<file path="src/rtl/rv_isa_pkg.sv">
package rv_isa_pkg;

  // ====================
  // Basic widths
  // ====================
  localparam int XLEN = 32;

  typedef logic [XLEN-1:0] xlen_t;
  typedef logic [31:0]     inst_t;
  typedef logic [4:0]      reg_addr_t;

  // Field layout shared by all formats
  typedef struct packed {
    logic [6:0] funct7;
    reg_addr_t  rs2;
    reg_addr_t  rs1;
    logic [2:0] funct3;
    reg_addr_t  rd;
    logic [6:0] opcode;
  } inst_fields_t;

  // ====================
  // Major opcodes
  // ====================
  typedef enum logic [6:0] {
    OPC_LUI    = 7'b0110111,
    OPC_AUIPC  = 7'b0010111,
    OPC_JAL    = 7'b1101111,
    OPC_JALR   = 7'b1100111,
    OPC_BRANCH = 7'b1100011,
    OPC_OP_IMM = 7'b0010011,
    OPC_OP     = 7'b0110011,
    OPC_SYSTEM = 7'b1110011
  } opcode_e;

  // Branch conditions
  localparam logic [2:0] F3_BEQ  = 3'b000;
  localparam logic [2:0] F3_BNE  = 3'b001;
  localparam logic [2:0] F3_BLT  = 3'b100;
  localparam logic [2:0] F3_BGE  = 3'b101;
  localparam logic [2:0] F3_BLTU = 3'b110;
  localparam logic [2:0] F3_BGEU = 3'b111;

  // ALU variants with one code shared by SRL and SRA
  localparam logic [2:0] F3_ADD  = 3'b000;
  localparam logic [2:0] F3_SLL  = 3'b001;
  localparam logic [2:0] F3_SLT  = 3'b010;
  localparam logic [2:0] F3_SLTU = 3'b011;
  localparam logic [2:0] F3_XOR  = 3'b100;
  localparam logic [2:0] F3_SR   = 3'b101;
  localparam logic [2:0] F3_OR   = 3'b110;
  localparam logic [2:0] F3_AND  = 3'b111;

  // Selects SUB over ADD and SRA over SRL
  localparam logic [6:0] FUNCT7_ALT = 7'b0100000;

endpackage

</file>
<file path="src/rtl/core_types_pkg.sv">
package core_types_pkg;

  typedef enum logic [3:0] {
    ALU_ADD,
    ALU_SUB,
    ALU_SLL,
    ALU_SLT,
    ALU_SLTU,
    ALU_XOR,
    ALU_SRL,
    ALU_SRA,
    ALU_OR,
    ALU_AND
  } alu_op_e;

  // Where the register write value comes from
  typedef enum logic [1:0] {
    WB_ALU,
    WB_IMM,
    WB_PC_IMM,
    WB_PC4
  } wb_sel_e;

  typedef enum logic [3:0] {
    BR_NONE,
    BR_BEQ,
    BR_BNE,
    BR_BLT,
    BR_BGE,
    BR_BLTU,
    BR_BGEU,
    BR_JAL,
    BR_JALR
  } branch_e;

  typedef struct packed {
    rv_isa_pkg::reg_addr_t rs1;
    rv_isa_pkg::reg_addr_t rs2;
    rv_isa_pkg::reg_addr_t rd;
    alu_op_e               alu_op;
    logic                  op_b_imm;
    rv_isa_pkg::xlen_t     imm;
    wb_sel_e               wb_sel;
    logic                  reg_write;
    branch_e               branch;
    logic                  is_ecall;
  } decoded_t;

  // ====================
  // Port records
  // ====================
  typedef struct packed {
    logic              valid;
    rv_isa_pkg::xlen_t addr;
  } fetch_req_t;

  typedef struct packed {
    logic              valid;
    rv_isa_pkg::inst_t inst;
  } fetch_rsp_t;

  typedef struct packed {
    logic                  valid;
    rv_isa_pkg::xlen_t     pc;
    rv_isa_pkg::reg_addr_t rd;
    logic                  reg_write;
    rv_isa_pkg::xlen_t     wdata;
  } commit_t;

endpackage

</file>
<file path="src/rtl/rv_fetch.sv">
`timescale 1ns/1ps

module rv_fetch #(
  parameter rv_isa_pkg::xlen_t RESET_PC = 32'h0000_0000
) (
  input  logic                       clk,
  input  logic                       rst,
  output core_types_pkg::fetch_req_t imem_req,
  input  core_types_pkg::fetch_rsp_t imem_rsp,
  output rv_isa_pkg::inst_t          inst,
  output rv_isa_pkg::xlen_t          pc,
  output logic                       exec_valid,
  input  rv_isa_pkg::xlen_t          next_pc,
  input  logic                       is_ecall,
  input  logic                       wb_en,
  input  rv_isa_pkg::reg_addr_t      wb_rd,
  input  rv_isa_pkg::xlen_t          wb_data,
  output core_types_pkg::commit_t    commit,
  output logic                       halt
);
  import rv_isa_pkg::*;

  typedef enum logic {S_FETCH, S_WAIT} state_e;

  state_e state;
  xlen_t  pc_q;
  logic   outstanding;
  logic   rsp_accept;

  // In flight once the single request cycle has passed
  assign outstanding = (state == S_WAIT) && !imem_req.valid;
  assign rsp_accept  = imem_rsp.valid && outstanding;

  // Execute sees the response word directly
  assign inst       = imem_rsp.inst;
  assign pc         = pc_q;
  assign exec_valid = rsp_accept;

  always_ff @(posedge clk) begin
    if (rst) begin
      state          <= S_FETCH;
      pc_q           <= RESET_PC;
      imem_req.valid <= 1'b0;
      commit.valid   <= 1'b0;
      halt           <= 1'b0;
    end else begin
      imem_req.valid <= 1'b0;
      commit.valid   <= rsp_accept;
      case (state)
        S_FETCH: begin
          // First request after reset
          if (!halt) begin
            imem_req.valid <= 1'b1;
            imem_req.addr  <= pc_q;
            state          <= S_WAIT;
          end
        end
        S_WAIT: begin
          if (rsp_accept) begin
            pc_q <= next_pc;
            if (is_ecall) begin
              // Leaving S_WAIT makes later stray responses harmless
              halt  <= 1'b1;
              state <= S_FETCH;
            end else begin
              imem_req.valid <= 1'b1;
              imem_req.addr  <= next_pc;
            end
          end
        end
        default: state <= S_FETCH;
      endcase
    end
  end

  // Commit record of the retiring instruction
  always_ff @(posedge clk) begin
    if (rsp_accept) begin
      commit.pc        <= pc_q;
      commit.rd        <= wb_rd;
      commit.reg_write <= wb_en;
      commit.wdata     <= wb_data;
    end
  end

  // ====================
  // Protocol checks
  // ====================
  a_rsp_needs_req: assert property (@(posedge clk) disable iff (rst)
    imem_rsp.valid |-> outstanding)
    else $error("fetch response with no request outstanding");

  a_halt_quiet: assert property (@(posedge clk) disable iff (rst)
    halt |-> !imem_req.valid)
    else $error("fetch request issued while halted");

endmodule

</file>
<file path="src/rtl/rv_decoder.sv">
`timescale 1ns/1ps

module rv_decoder (
  input  rv_isa_pkg::inst_t         inst,
  output core_types_pkg::decoded_t  dec
);
  import rv_isa_pkg::*;
  import core_types_pkg::*;

  inst_fields_t f;
  xlen_t        imm_i;
  xlen_t        imm_b;
  xlen_t        imm_j;
  xlen_t        imm_u;
  logic         funct7_zero;
  logic         funct7_alt;

  assign f = inst;

  // ====================
  // Immediates
  // ====================
  assign imm_i = {{20{inst[31]}}, inst[31:20]};
  assign imm_b = {{19{inst[31]}}, inst[31], inst[7], inst[30:25], inst[11:8], 1'b0};
  assign imm_j = {{11{inst[31]}}, inst[31], inst[19:12], inst[20], inst[30:21], 1'b0};
  assign imm_u = {inst[31:12], 12'b0};

  assign funct7_zero = (f.funct7 == '0);
  assign funct7_alt  = (f.funct7 == FUNCT7_ALT);

  function automatic alu_op_e alu_op_of(logic [2:0] funct3, logic alt);
    alu_op_e op;
    case (funct3)
      F3_ADD:  op = alt ? ALU_SUB : ALU_ADD;
      F3_SLL:  op = ALU_SLL;
      F3_SLT:  op = ALU_SLT;
      F3_SLTU: op = ALU_SLTU;
      F3_XOR:  op = ALU_XOR;
      F3_SR:   op = alt ? ALU_SRA : ALU_SRL;
      F3_OR:   op = ALU_OR;
      F3_AND:  op = ALU_AND;
      default: op = ALU_ADD;
    endcase
    return op;
  endfunction

  always_comb begin
    // Defaults retire as a no-op
    dec.rs1       = f.rs1;
    dec.rs2       = f.rs2;
    dec.rd        = f.rd;
    dec.alu_op    = ALU_ADD;
    dec.op_b_imm  = 1'b0;
    dec.imm       = '0;
    dec.wb_sel    = WB_ALU;
    dec.reg_write = 1'b0;
    dec.branch    = BR_NONE;
    dec.is_ecall  = 1'b0;

    case (f.opcode)
      OPC_LUI: begin
        dec.imm       = imm_u;
        dec.wb_sel    = WB_IMM;
        dec.reg_write = 1'b1;
      end
      OPC_AUIPC: begin
        dec.imm       = imm_u;
        dec.wb_sel    = WB_PC_IMM;
        dec.reg_write = 1'b1;
      end
      OPC_JAL: begin
        dec.imm       = imm_j;
        dec.wb_sel    = WB_PC4;
        dec.reg_write = 1'b1;
        dec.branch    = BR_JAL;
      end
      OPC_JALR: begin
        if (f.funct3 == '0) begin
          dec.imm       = imm_i;
          dec.wb_sel    = WB_PC4;
          dec.reg_write = 1'b1;
          dec.branch    = BR_JALR;
        end
      end
      OPC_BRANCH: begin
        dec.imm = imm_b;
        case (f.funct3)
          F3_BEQ:  dec.branch = BR_BEQ;
          F3_BNE:  dec.branch = BR_BNE;
          F3_BLT:  dec.branch = BR_BLT;
          F3_BGE:  dec.branch = BR_BGE;
          F3_BLTU: dec.branch = BR_BLTU;
          F3_BGEU: dec.branch = BR_BGEU;
          default: dec.branch = BR_NONE;
        endcase
      end
      OPC_OP_IMM: begin
        dec.imm      = imm_i;
        dec.op_b_imm = 1'b1;
        // funct7 only matters for the shift forms
        dec.alu_op   = alu_op_of(f.funct3, (f.funct3 == F3_SR) && funct7_alt);
        if (f.funct3 == F3_SLL) begin
          dec.reg_write = funct7_zero;
        end else if (f.funct3 == F3_SR) begin
          dec.reg_write = funct7_zero || funct7_alt;
        end else begin
          dec.reg_write = 1'b1;
        end
      end
      OPC_OP: begin
        dec.alu_op    = alu_op_of(f.funct3, funct7_alt);
        dec.reg_write = funct7_zero ||
                        (funct7_alt && (f.funct3 == F3_ADD || f.funct3 == F3_SR));
      end
      OPC_SYSTEM: begin
        dec.is_ecall = (inst[31:7] == '0);
      end
      default: ;
    endcase
  end

endmodule

</file>
<file path="src/rtl/reg_file.sv">
`timescale 1ns/1ps

module reg_file (
  input  logic                  clk,
  input  logic                  rst,
  input  rv_isa_pkg::reg_addr_t rs1,
  input  rv_isa_pkg::reg_addr_t rs2,
  output rv_isa_pkg::xlen_t     rs1_data,
  output rv_isa_pkg::xlen_t     rs2_data,
  input  logic                  we,
  input  rv_isa_pkg::reg_addr_t rd,
  input  rv_isa_pkg::xlen_t     wdata
);
  import rv_isa_pkg::*;

  localparam int NUM_REGS = 32;

  xlen_t regs [NUM_REGS];

  always_ff @(posedge clk) begin
    if (rst) begin
      for (int i = 0; i < NUM_REGS; i++) begin
        regs[i] <= '0;
      end
    end else if (we && rd != '0) begin
      regs[rd] <= wdata;
    end
  end

  // Entry 0 is never written so it reads zero
  assign rs1_data = regs[rs1];
  assign rs2_data = regs[rs2];

  a_x0_zero: assert property (@(posedge clk) disable iff (rst)
    we |=> (regs[0] == '0))
    else $error("x0 holds a nonzero value");

endmodule

</file>
<file path="src/rtl/rv_execute.sv">
`timescale 1ns/1ps

module rv_execute (
  input  core_types_pkg::decoded_t dec,
  input  rv_isa_pkg::xlen_t        pc,
  input  rv_isa_pkg::xlen_t        rs1_data,
  input  rv_isa_pkg::xlen_t        rs2_data,
  output rv_isa_pkg::xlen_t        next_pc,
  output logic                     wb_en,
  output rv_isa_pkg::xlen_t        wb_data
);
  import rv_isa_pkg::*;
  import core_types_pkg::*;

  xlen_t      op_b;
  logic [4:0] shamt;
  xlen_t      alu_result;
  xlen_t      pc_plus_4;
  xlen_t      pc_plus_imm;
  xlen_t      jalr_sum;
  logic       taken;

  assign op_b        = dec.op_b_imm ? dec.imm : rs2_data;
  assign shamt       = op_b[4:0];
  assign pc_plus_4   = pc + 32'd4;
  assign pc_plus_imm = pc + dec.imm;
  assign jalr_sum    = rs1_data + dec.imm;

  // ====================
  // ALU
  // ====================
  always_comb begin
    case (dec.alu_op)
      ALU_ADD:  alu_result = rs1_data + op_b;
      ALU_SUB:  alu_result = rs1_data - op_b;
      ALU_SLL:  alu_result = rs1_data << shamt;
      ALU_SLT:  alu_result = {{(XLEN-1){1'b0}}, $signed(rs1_data) < $signed(op_b)};
      ALU_SLTU: alu_result = {{(XLEN-1){1'b0}}, rs1_data < op_b};
      ALU_XOR:  alu_result = rs1_data ^ op_b;
      ALU_SRL:  alu_result = rs1_data >> shamt;
      ALU_SRA:  alu_result = xlen_t'($signed(rs1_data) >>> shamt);
      ALU_OR:   alu_result = rs1_data | op_b;
      ALU_AND:  alu_result = rs1_data & op_b;
      default:  alu_result = '0;
    endcase
  end

  // Branch condition where JAL is always taken
  always_comb begin
    case (dec.branch)
      BR_BEQ:  taken = (rs1_data == rs2_data);
      BR_BNE:  taken = (rs1_data != rs2_data);
      BR_BLT:  taken = ($signed(rs1_data) < $signed(rs2_data));
      BR_BGE:  taken = ($signed(rs1_data) >= $signed(rs2_data));
      BR_BLTU: taken = (rs1_data < rs2_data);
      BR_BGEU: taken = (rs1_data >= rs2_data);
      BR_JAL:  taken = 1'b1;
      default: taken = 1'b0;
    endcase
  end

  always_comb begin
    if (dec.branch == BR_JALR) begin
      next_pc = {jalr_sum[XLEN-1:1], 1'b0};
    end else if (taken) begin
      next_pc = pc_plus_imm;
    end else begin
      next_pc = pc_plus_4;
    end
  end

  // ====================
  // Writeback
  // ====================
  always_comb begin
    case (dec.wb_sel)
      WB_ALU:    wb_data = alu_result;
      WB_IMM:    wb_data = dec.imm;
      WB_PC_IMM: wb_data = pc_plus_imm;
      WB_PC4:    wb_data = pc_plus_4;
      default:   wb_data = alu_result;
    endcase
  end

  // x0 writes are dropped here
  assign wb_en = dec.reg_write && (dec.rd != '0);

endmodule

</file>
<file path="src/rtl/rv_core.sv">
`timescale 1ns/1ps

module rv_core #(
  parameter rv_isa_pkg::xlen_t RESET_PC = 32'h0000_0000
) (
  input  logic                       clk,
  input  logic                       rst,
  output core_types_pkg::fetch_req_t imem_req,
  input  core_types_pkg::fetch_rsp_t imem_rsp,
  output core_types_pkg::commit_t    commit,
  output logic                       halt
);
  import rv_isa_pkg::*;
  import core_types_pkg::*;

  inst_t    inst;
  xlen_t    pc;
  logic     exec_valid;
  decoded_t dec;
  xlen_t    rs1_data;
  xlen_t    rs2_data;
  xlen_t    next_pc;
  logic     wb_en;
  xlen_t    wb_data;
  logic     rf_we;

  // Only an accepted response may write registers
  assign rf_we = wb_en && exec_valid;

  rv_fetch #(
    .RESET_PC (RESET_PC)
  ) fetch_inst (
    .clk        (clk),
    .rst        (rst),
    .imem_req   (imem_req),
    .imem_rsp   (imem_rsp),
    .inst       (inst),
    .pc         (pc),
    .exec_valid (exec_valid),
    .next_pc    (next_pc),
    .is_ecall   (dec.is_ecall),
    .wb_en      (wb_en),
    .wb_rd      (dec.rd),
    .wb_data    (wb_data),
    .commit     (commit),
    .halt       (halt)
  );

  rv_decoder decoder_inst (
    .inst (inst),
    .dec  (dec)
  );

  reg_file reg_file_inst (
    .clk      (clk),
    .rst      (rst),
    .rs1      (dec.rs1),
    .rs2      (dec.rs2),
    .rs1_data (rs1_data),
    .rs2_data (rs2_data),
    .we       (rf_we),
    .rd       (dec.rd),
    .wdata    (wb_data)
  );

  rv_execute execute_inst (
    .dec      (dec),
    .pc       (pc),
    .rs1_data (rs1_data),
    .rs2_data (rs2_data),
    .next_pc  (next_pc),
    .wb_en    (wb_en),
    .wb_data  (wb_data)
  );

endmodule

</file>
<file path="config.mk">
export PLATFORM = sky130hd
export DESIGN_NAME = rv_core
export DESIGN_NICKNAME = d
export VERILOG_FILES = /design/src/rtl/rv_isa_pkg.sv /design/src/rtl/core_types_pkg.sv /design/src/rtl/rv_fetch.sv /design/src/rtl/rv_decoder.sv /design/src/rtl/reg_file.sv /design/src/rtl/rv_execute.sv /design/src/rtl/rv_core.sv
export SDC_FILE = /design/constraint.sdc
export NUM_CORES = 2
export LEC_CHECK = 0
export BUFFER_PORTS_ARGS = -buffer_cell sky130_fd_sc_hd__buf_4
export CORE_MARGIN = 2
export CORE_UTILIZATION = 60
export DETAILED_ROUTE_END_ITERATION = 12
export GPL_TIMING_DRIVEN = 0
export PLACE_DENSITY = 0.77
export SYNTH_ARGS = -nofsm -noshare
export SYNTH_HDL_FRONTEND = slang
export SYNTH_HIERARCHICAL = 1
export SYNTH_SLANG_ARGS = --single-unit
</file>
<file path="constraint.sdc">
create_clock -name clk -period 8.9 [get_ports clk]
set_clock_uncertainty 0.2 [all_clocks]
set_input_delay 0.89 -clock clk [delete_from_list [all_inputs] [get_ports clk]]
set_output_delay 0.89 -clock clk [all_outputs]
set_load 0.02 [all_outputs]
</file>
==> run summary <==
YOSYS
------------------------------------------------------------------------------------------
XOR/XNOR share of the synthesized area ......................................        1.07%
Post-synthesis average cell area ............................................    10.6 um^2
Count of flip-flops with a built-in enable after synthesis ..................         1126
Unique cell type count in the Yosys netlist .................................          102
Share of synthesized cell area in full adder, half adder and majority cells .        3.22%
Cell accounting for the most synthesized area ...............................     edfxtp_1
Async set-reset flop share out of synthesis .................................           0%
Biggest area contributors in the synthesized netlist ........................ edfxtp_1 44%, mux2i_1 15%, and2_1 8.2%
Commonest register cell after synthesis .....................................     edfxtp_1
Synthesis warning total .....................................................            6
Largest family of logic cells by synthesized area ........................... multiplexers
Multiplexer fraction of the synthesized cell area ...........................        17.0%
Post-synthesis sequential element count .....................................         1162
Cells after Synth ...........................................................         7280
Share of Yosys cell area claimed by the top area cell type ..................        43.7%
Post-Synth Simple-Gate Area .................................................        16.4%
Area fraction in compound gates after synthesis .............................        12.6%
Area of the mapped netlist ..................................................  0.0774 mm^2
Fraction of the yosys area taken by sequential cells ........................        44.6%

CRITICAL PATH
------------------------------------------------------------------------------------------
Crit path largest cell delay ................................................      0.96 ns
Critical Path Start Type ....................................................   input port
Critical path type ..........................................................    in -> reg
Top delay family on crit path ............................................... buffers and inverters
Capturing element type of the critical path .................................         flop
Worst path most repeated cell ...............................................     clkbuf_1
Cell Chain, Critical Path ................................................... buf_4 -> buf_4 -> nor2b_1 -> buf_2 -> clkbuf_1 -> a22oi_1 -> a31oi_1 -> nand3_1 -> inv_1 -> ha_1 -> clkbuf_1 -> inv_1 -> nor4_1 -> nand2_1 -> a211oi_1 -> o31ai_1 -> a221oi_1 -> o41ai_1 -> a21oi_1 -> o21ai_2 -> clkbuf_1 -> and2_1
Required time at the worst-slack endpoint ...................................      9.21 ns
Arrival time worst endpoint .................................................      9.57 ns
Sum of buffers and inverters on the critical path ...........................            8
Max stage delay cell, worst path ............................................     clkbuf_1
CP max FO ...................................................................           11

CLOCK NETWORK
------------------------------------------------------------------------------------------
Worst-Skew Late Latency .....................................................      0.82 ns
Number of sinks handled by clock tree synthesis .............................         1162
TritonCTS clock tree ........................................................         done
Total CTS buffers ...........................................................          120
Clk slew on worst S/H paths .................................................      0.07 ns
H-tree level count ..........................................................            3
Clk root buf ................................................................    clkbuf_16
Number of buffers on the longest clock path .................................            3

FLOORPLANNING
------------------------------------------------------------------------------------------
IO Count ....................................................................          140
FP Rows .....................................................................          131
Effective utilization at floorplan ..........................................        60.5%
Die Outline Area ............................................................   0.132 mm^2
Die extent in x .............................................................       363 um
Floorplan die height ........................................................       363 um
Core footprint ..............................................................   0.128 mm^2

PLACED DESIGN
------------------------------------------------------------------------------------------
Instance count after placement with tap cells included ......................         9099
Pre-CTS worst setup slack ...................................................     -2.85 ns
GPL Wtd Cong ................................................................         1.10
Port buffer count ...........................................................          107
Final HPWL DP ...............................................................    259000 um

POWER
------------------------------------------------------------------------------------------
Internal portion of total power .............................................      10.4 mW
Worst ir drop on vdd ........................................................   0.000185 V
Proportion of power drawn by flip-flops and latches .........................        37.9%
Switching fraction of total power ...........................................        37.7%
Combinational share of power ................................................        31.6%
Total power after layout ....................................................      16.7 mW
Net switching power of the design ...........................................      6.28 mW
P per Cell Area .............................................................  196 mW/mm^2
Leakage Power ...............................................................      34.7 nW
Part of the power in the clock network ......................................        30.5%

STA
------------------------------------------------------------------------------------------
Final hold violation count ..................................................            0
Worst setup slack after layout ..............................................    -0.369 ns
Final number of max-transition violations ...................................          131
Setup Viol. Count Final .....................................................          419
Ratio of final minimum period to clock period ...............................         104%
Peak clock frequency supported by timing ....................................      108 MHz
Relative slew slack .........................................................       -16.7%
Sum of negative setup slack .................................................    -50.24 ns
Pin slew with the least headroom to its limit ...............................      1.75 ns
Final Critical Period .......................................................      9.27 ns

GLOBAL ROUTE
------------------------------------------------------------------------------------------
Pin count of the biggest net entering global routing ........................           81
Leftover overflow at the end of global routing ..............................            0
First-pass GRT wire length ..................................................    477000 um
Number of global-route vias before repair ...................................        63900
Antenna violations before repair ............................................           25
Total global-route track usage ..............................................        51.7%

STATUS
------------------------------------------------------------------------------------------
Run status .................................................................. finished with violations
Violations in the final reports ............................................. capacitance limit, slew limit, setup timing

FINISH
------------------------------------------------------------------------------------------
Post-route non-filler standard cell count ...................................         9343
Total Nets Final ............................................................         7794
Share of final-layout standard cells stronger than drive strength 1 .........        11.1%
Final core utilization ......................................................        66.5%
Area grow syn2layout ........................................................        9.84%

RUN
------------------------------------------------------------------------------------------
Total of max-cap violations .................................................            9

ROUTING
------------------------------------------------------------------------------------------
Number of violations reported at the end of detailed-routing iteration 0 ....        10900
Routed WL ...................................................................    349000 um
Count of TritonRoute iterations in the first routing pass ...................            9
DRC Markers .................................................................            0
Antenna-violating nets left .................................................            0
Total number of vias ........................................................        67800
Detailed-route vias per instance ............................................         7.26
Routed length per placed instance ...........................................      37.4 um

HOLD PATH
------------------------------------------------------------------------------------------
Worst hold-check path type ..................................................    in -> reg

## worst paths after layout
check / start / to / cells past startpoint / slack, ns
worst max-delay path: imem_rsp[15] / reg_file_inst/regs[19][28] / 22 / -0.37
worst max register to register: reg_file_inst/regs[7][2] / reg_file_inst/regs[19][28] / 22 / 0.96
worst min-delay path: imem_rsp[32] / fetch_inst/halt / 3 / 0.20
worst min register to register: fetch_inst/halt / fetch_inst/halt / 2 / 0.30
## power groups by stage
| stage | clock [mW] | combinational (mW) | sequential [mW] |
|---|---|---|---|
| after floorplan | 0 | 2.47 | 6.42 |
| after global placement | 0 | 4.65 | 6.41 |
| after detailed placement | 0 | 4.79 | 6.42 |
| after CTS | 5.05 | 4.83 | 6.31 |
| after global routing | 5.27 | 5.23 | 6.33 |
| final | 5.09 | 5.27 | 6.32 |
## per-layer routing
metal / GRT usage [%] / wire [um] / vias to the layer above
met5: 0.218 / 123 / -
met4: 48.0 / 41600 / 16
met3: 17.9 / 47700 / 1797
met2: 75.8 / 147000 / 5932
met1: 59.3 / 113000 / 32600
li1: - / - / 27500
## what timing repair did
item / 4_1_cts / 5_1_grt
pin swaps: 1 / 2
buffers inserted: 0 / 2
hold buffers: 0 / 0
setup endpoints to repair: 903 / 663
gates resized for setup: 30 / 44
## cell usage after synthesis (28+ instances only)
cell type,count
xnor2_1,53
and2_1,1015
or2_2,44
nand2b_1,96
buf_2,154
mux4_2,57
dfxtp_1,36
inv_1,144
o221ai_1,35
nor2_1,223
mux2i_1,1160
o211ai_1,46
buf_1,38
buf_4,113
a21oi_1,417
a21o_1,42
nor3_1,110
o21ai_0,130
xor2_1,42
ha_1,193
nand4_1,28
edfxtp_1,1126
a31oi_1,96
nand3_1,254
a22o_1,177
nand2_1,425
clkbuf_1,317
o21a_1,50
a22oi_1,212
## cells in the final DEF (no fill, tap or decap), types with 96 or more instances in the layout
cell       count
mux2i_1     1159
edfxtp_1    1126
and2_1      1015
nand2_1      425
a21oi_1      416
clkbuf_1     323
nand3_1      245
buf_4        233
nor2_1       223
a22oi_1      211
ha_1         193
a22o_1       177
buf_2        152
inv_1        142
o21ai_0      126
clkbuf_16    121
nor3_1       109
nand2b_1      96
a31oi_1       96
## kinds of logic after synthesis
| family | Yosys count |
|---|---|
| buf+inv | 810 |
| other cells | 1 |
| fa+ha+maj | 197 |
| xor+xnor | 95 |
| compound gates | 1437 |
| simple gates | 2338 |
| flops | 1162 |
| mux | 1240 |
## metrics by stage
step | hold slack, ns | cell area [um^2]
floorplan | 0.282 | 77500
global placement | 0.277 | 80400
detailed placement | 0.287 | 80800
CTS | 0.191 | 84800
global route | 0.206 | 85000
finish | 0.202 | 85000
## final cells by class
type                            instances  area (um^2)
Clock inverter                         79          761
Inverter                              150          573
Sequential cell                      1162        34500
Multi-Input combinational cell       5339        39400
Timing Repair Buffer                  130         1120
Tap cell                             1662         2080
Clock buffer                          145         3120
Buffer                                659         3370
Fill cell                            9945        42800
Antenna cell                           17         42.5
## state kept, by name (all words and copies together) (netlist names)
register	count
fetch_inst/commit	71
fetch_inst/pc	32
reg_file_inst/regs	1024
fetch_inst/imem_req	33
fetch_inst/state	1
fetch_inst/halt	1
## worst reg2reg max path, stage by stage (launching register included)
cell      delay [ns]
edfxtp_1        0.39
mux2i_1         0.17
a22o_1          0.22
nor3_1          0.10
a31oi_1         0.28
nand3_2         0.36
mux2i_4         0.47
buf_2           0.34
buf_2           0.32
buf_2           0.40
buf_2           0.39
ha_1            0.37
nand2b_1        0.20
a211oi_1        0.44
o211ai_1        0.28
a31oi_1         0.38
o21a_1          0.23
o22ai_1         0.18
o41ai_1         0.34
a21oi_1         0.25
o21ai_2         0.55
clkbuf_1        0.69
and2_1          0.25
(Power assumes the default switching activity.)
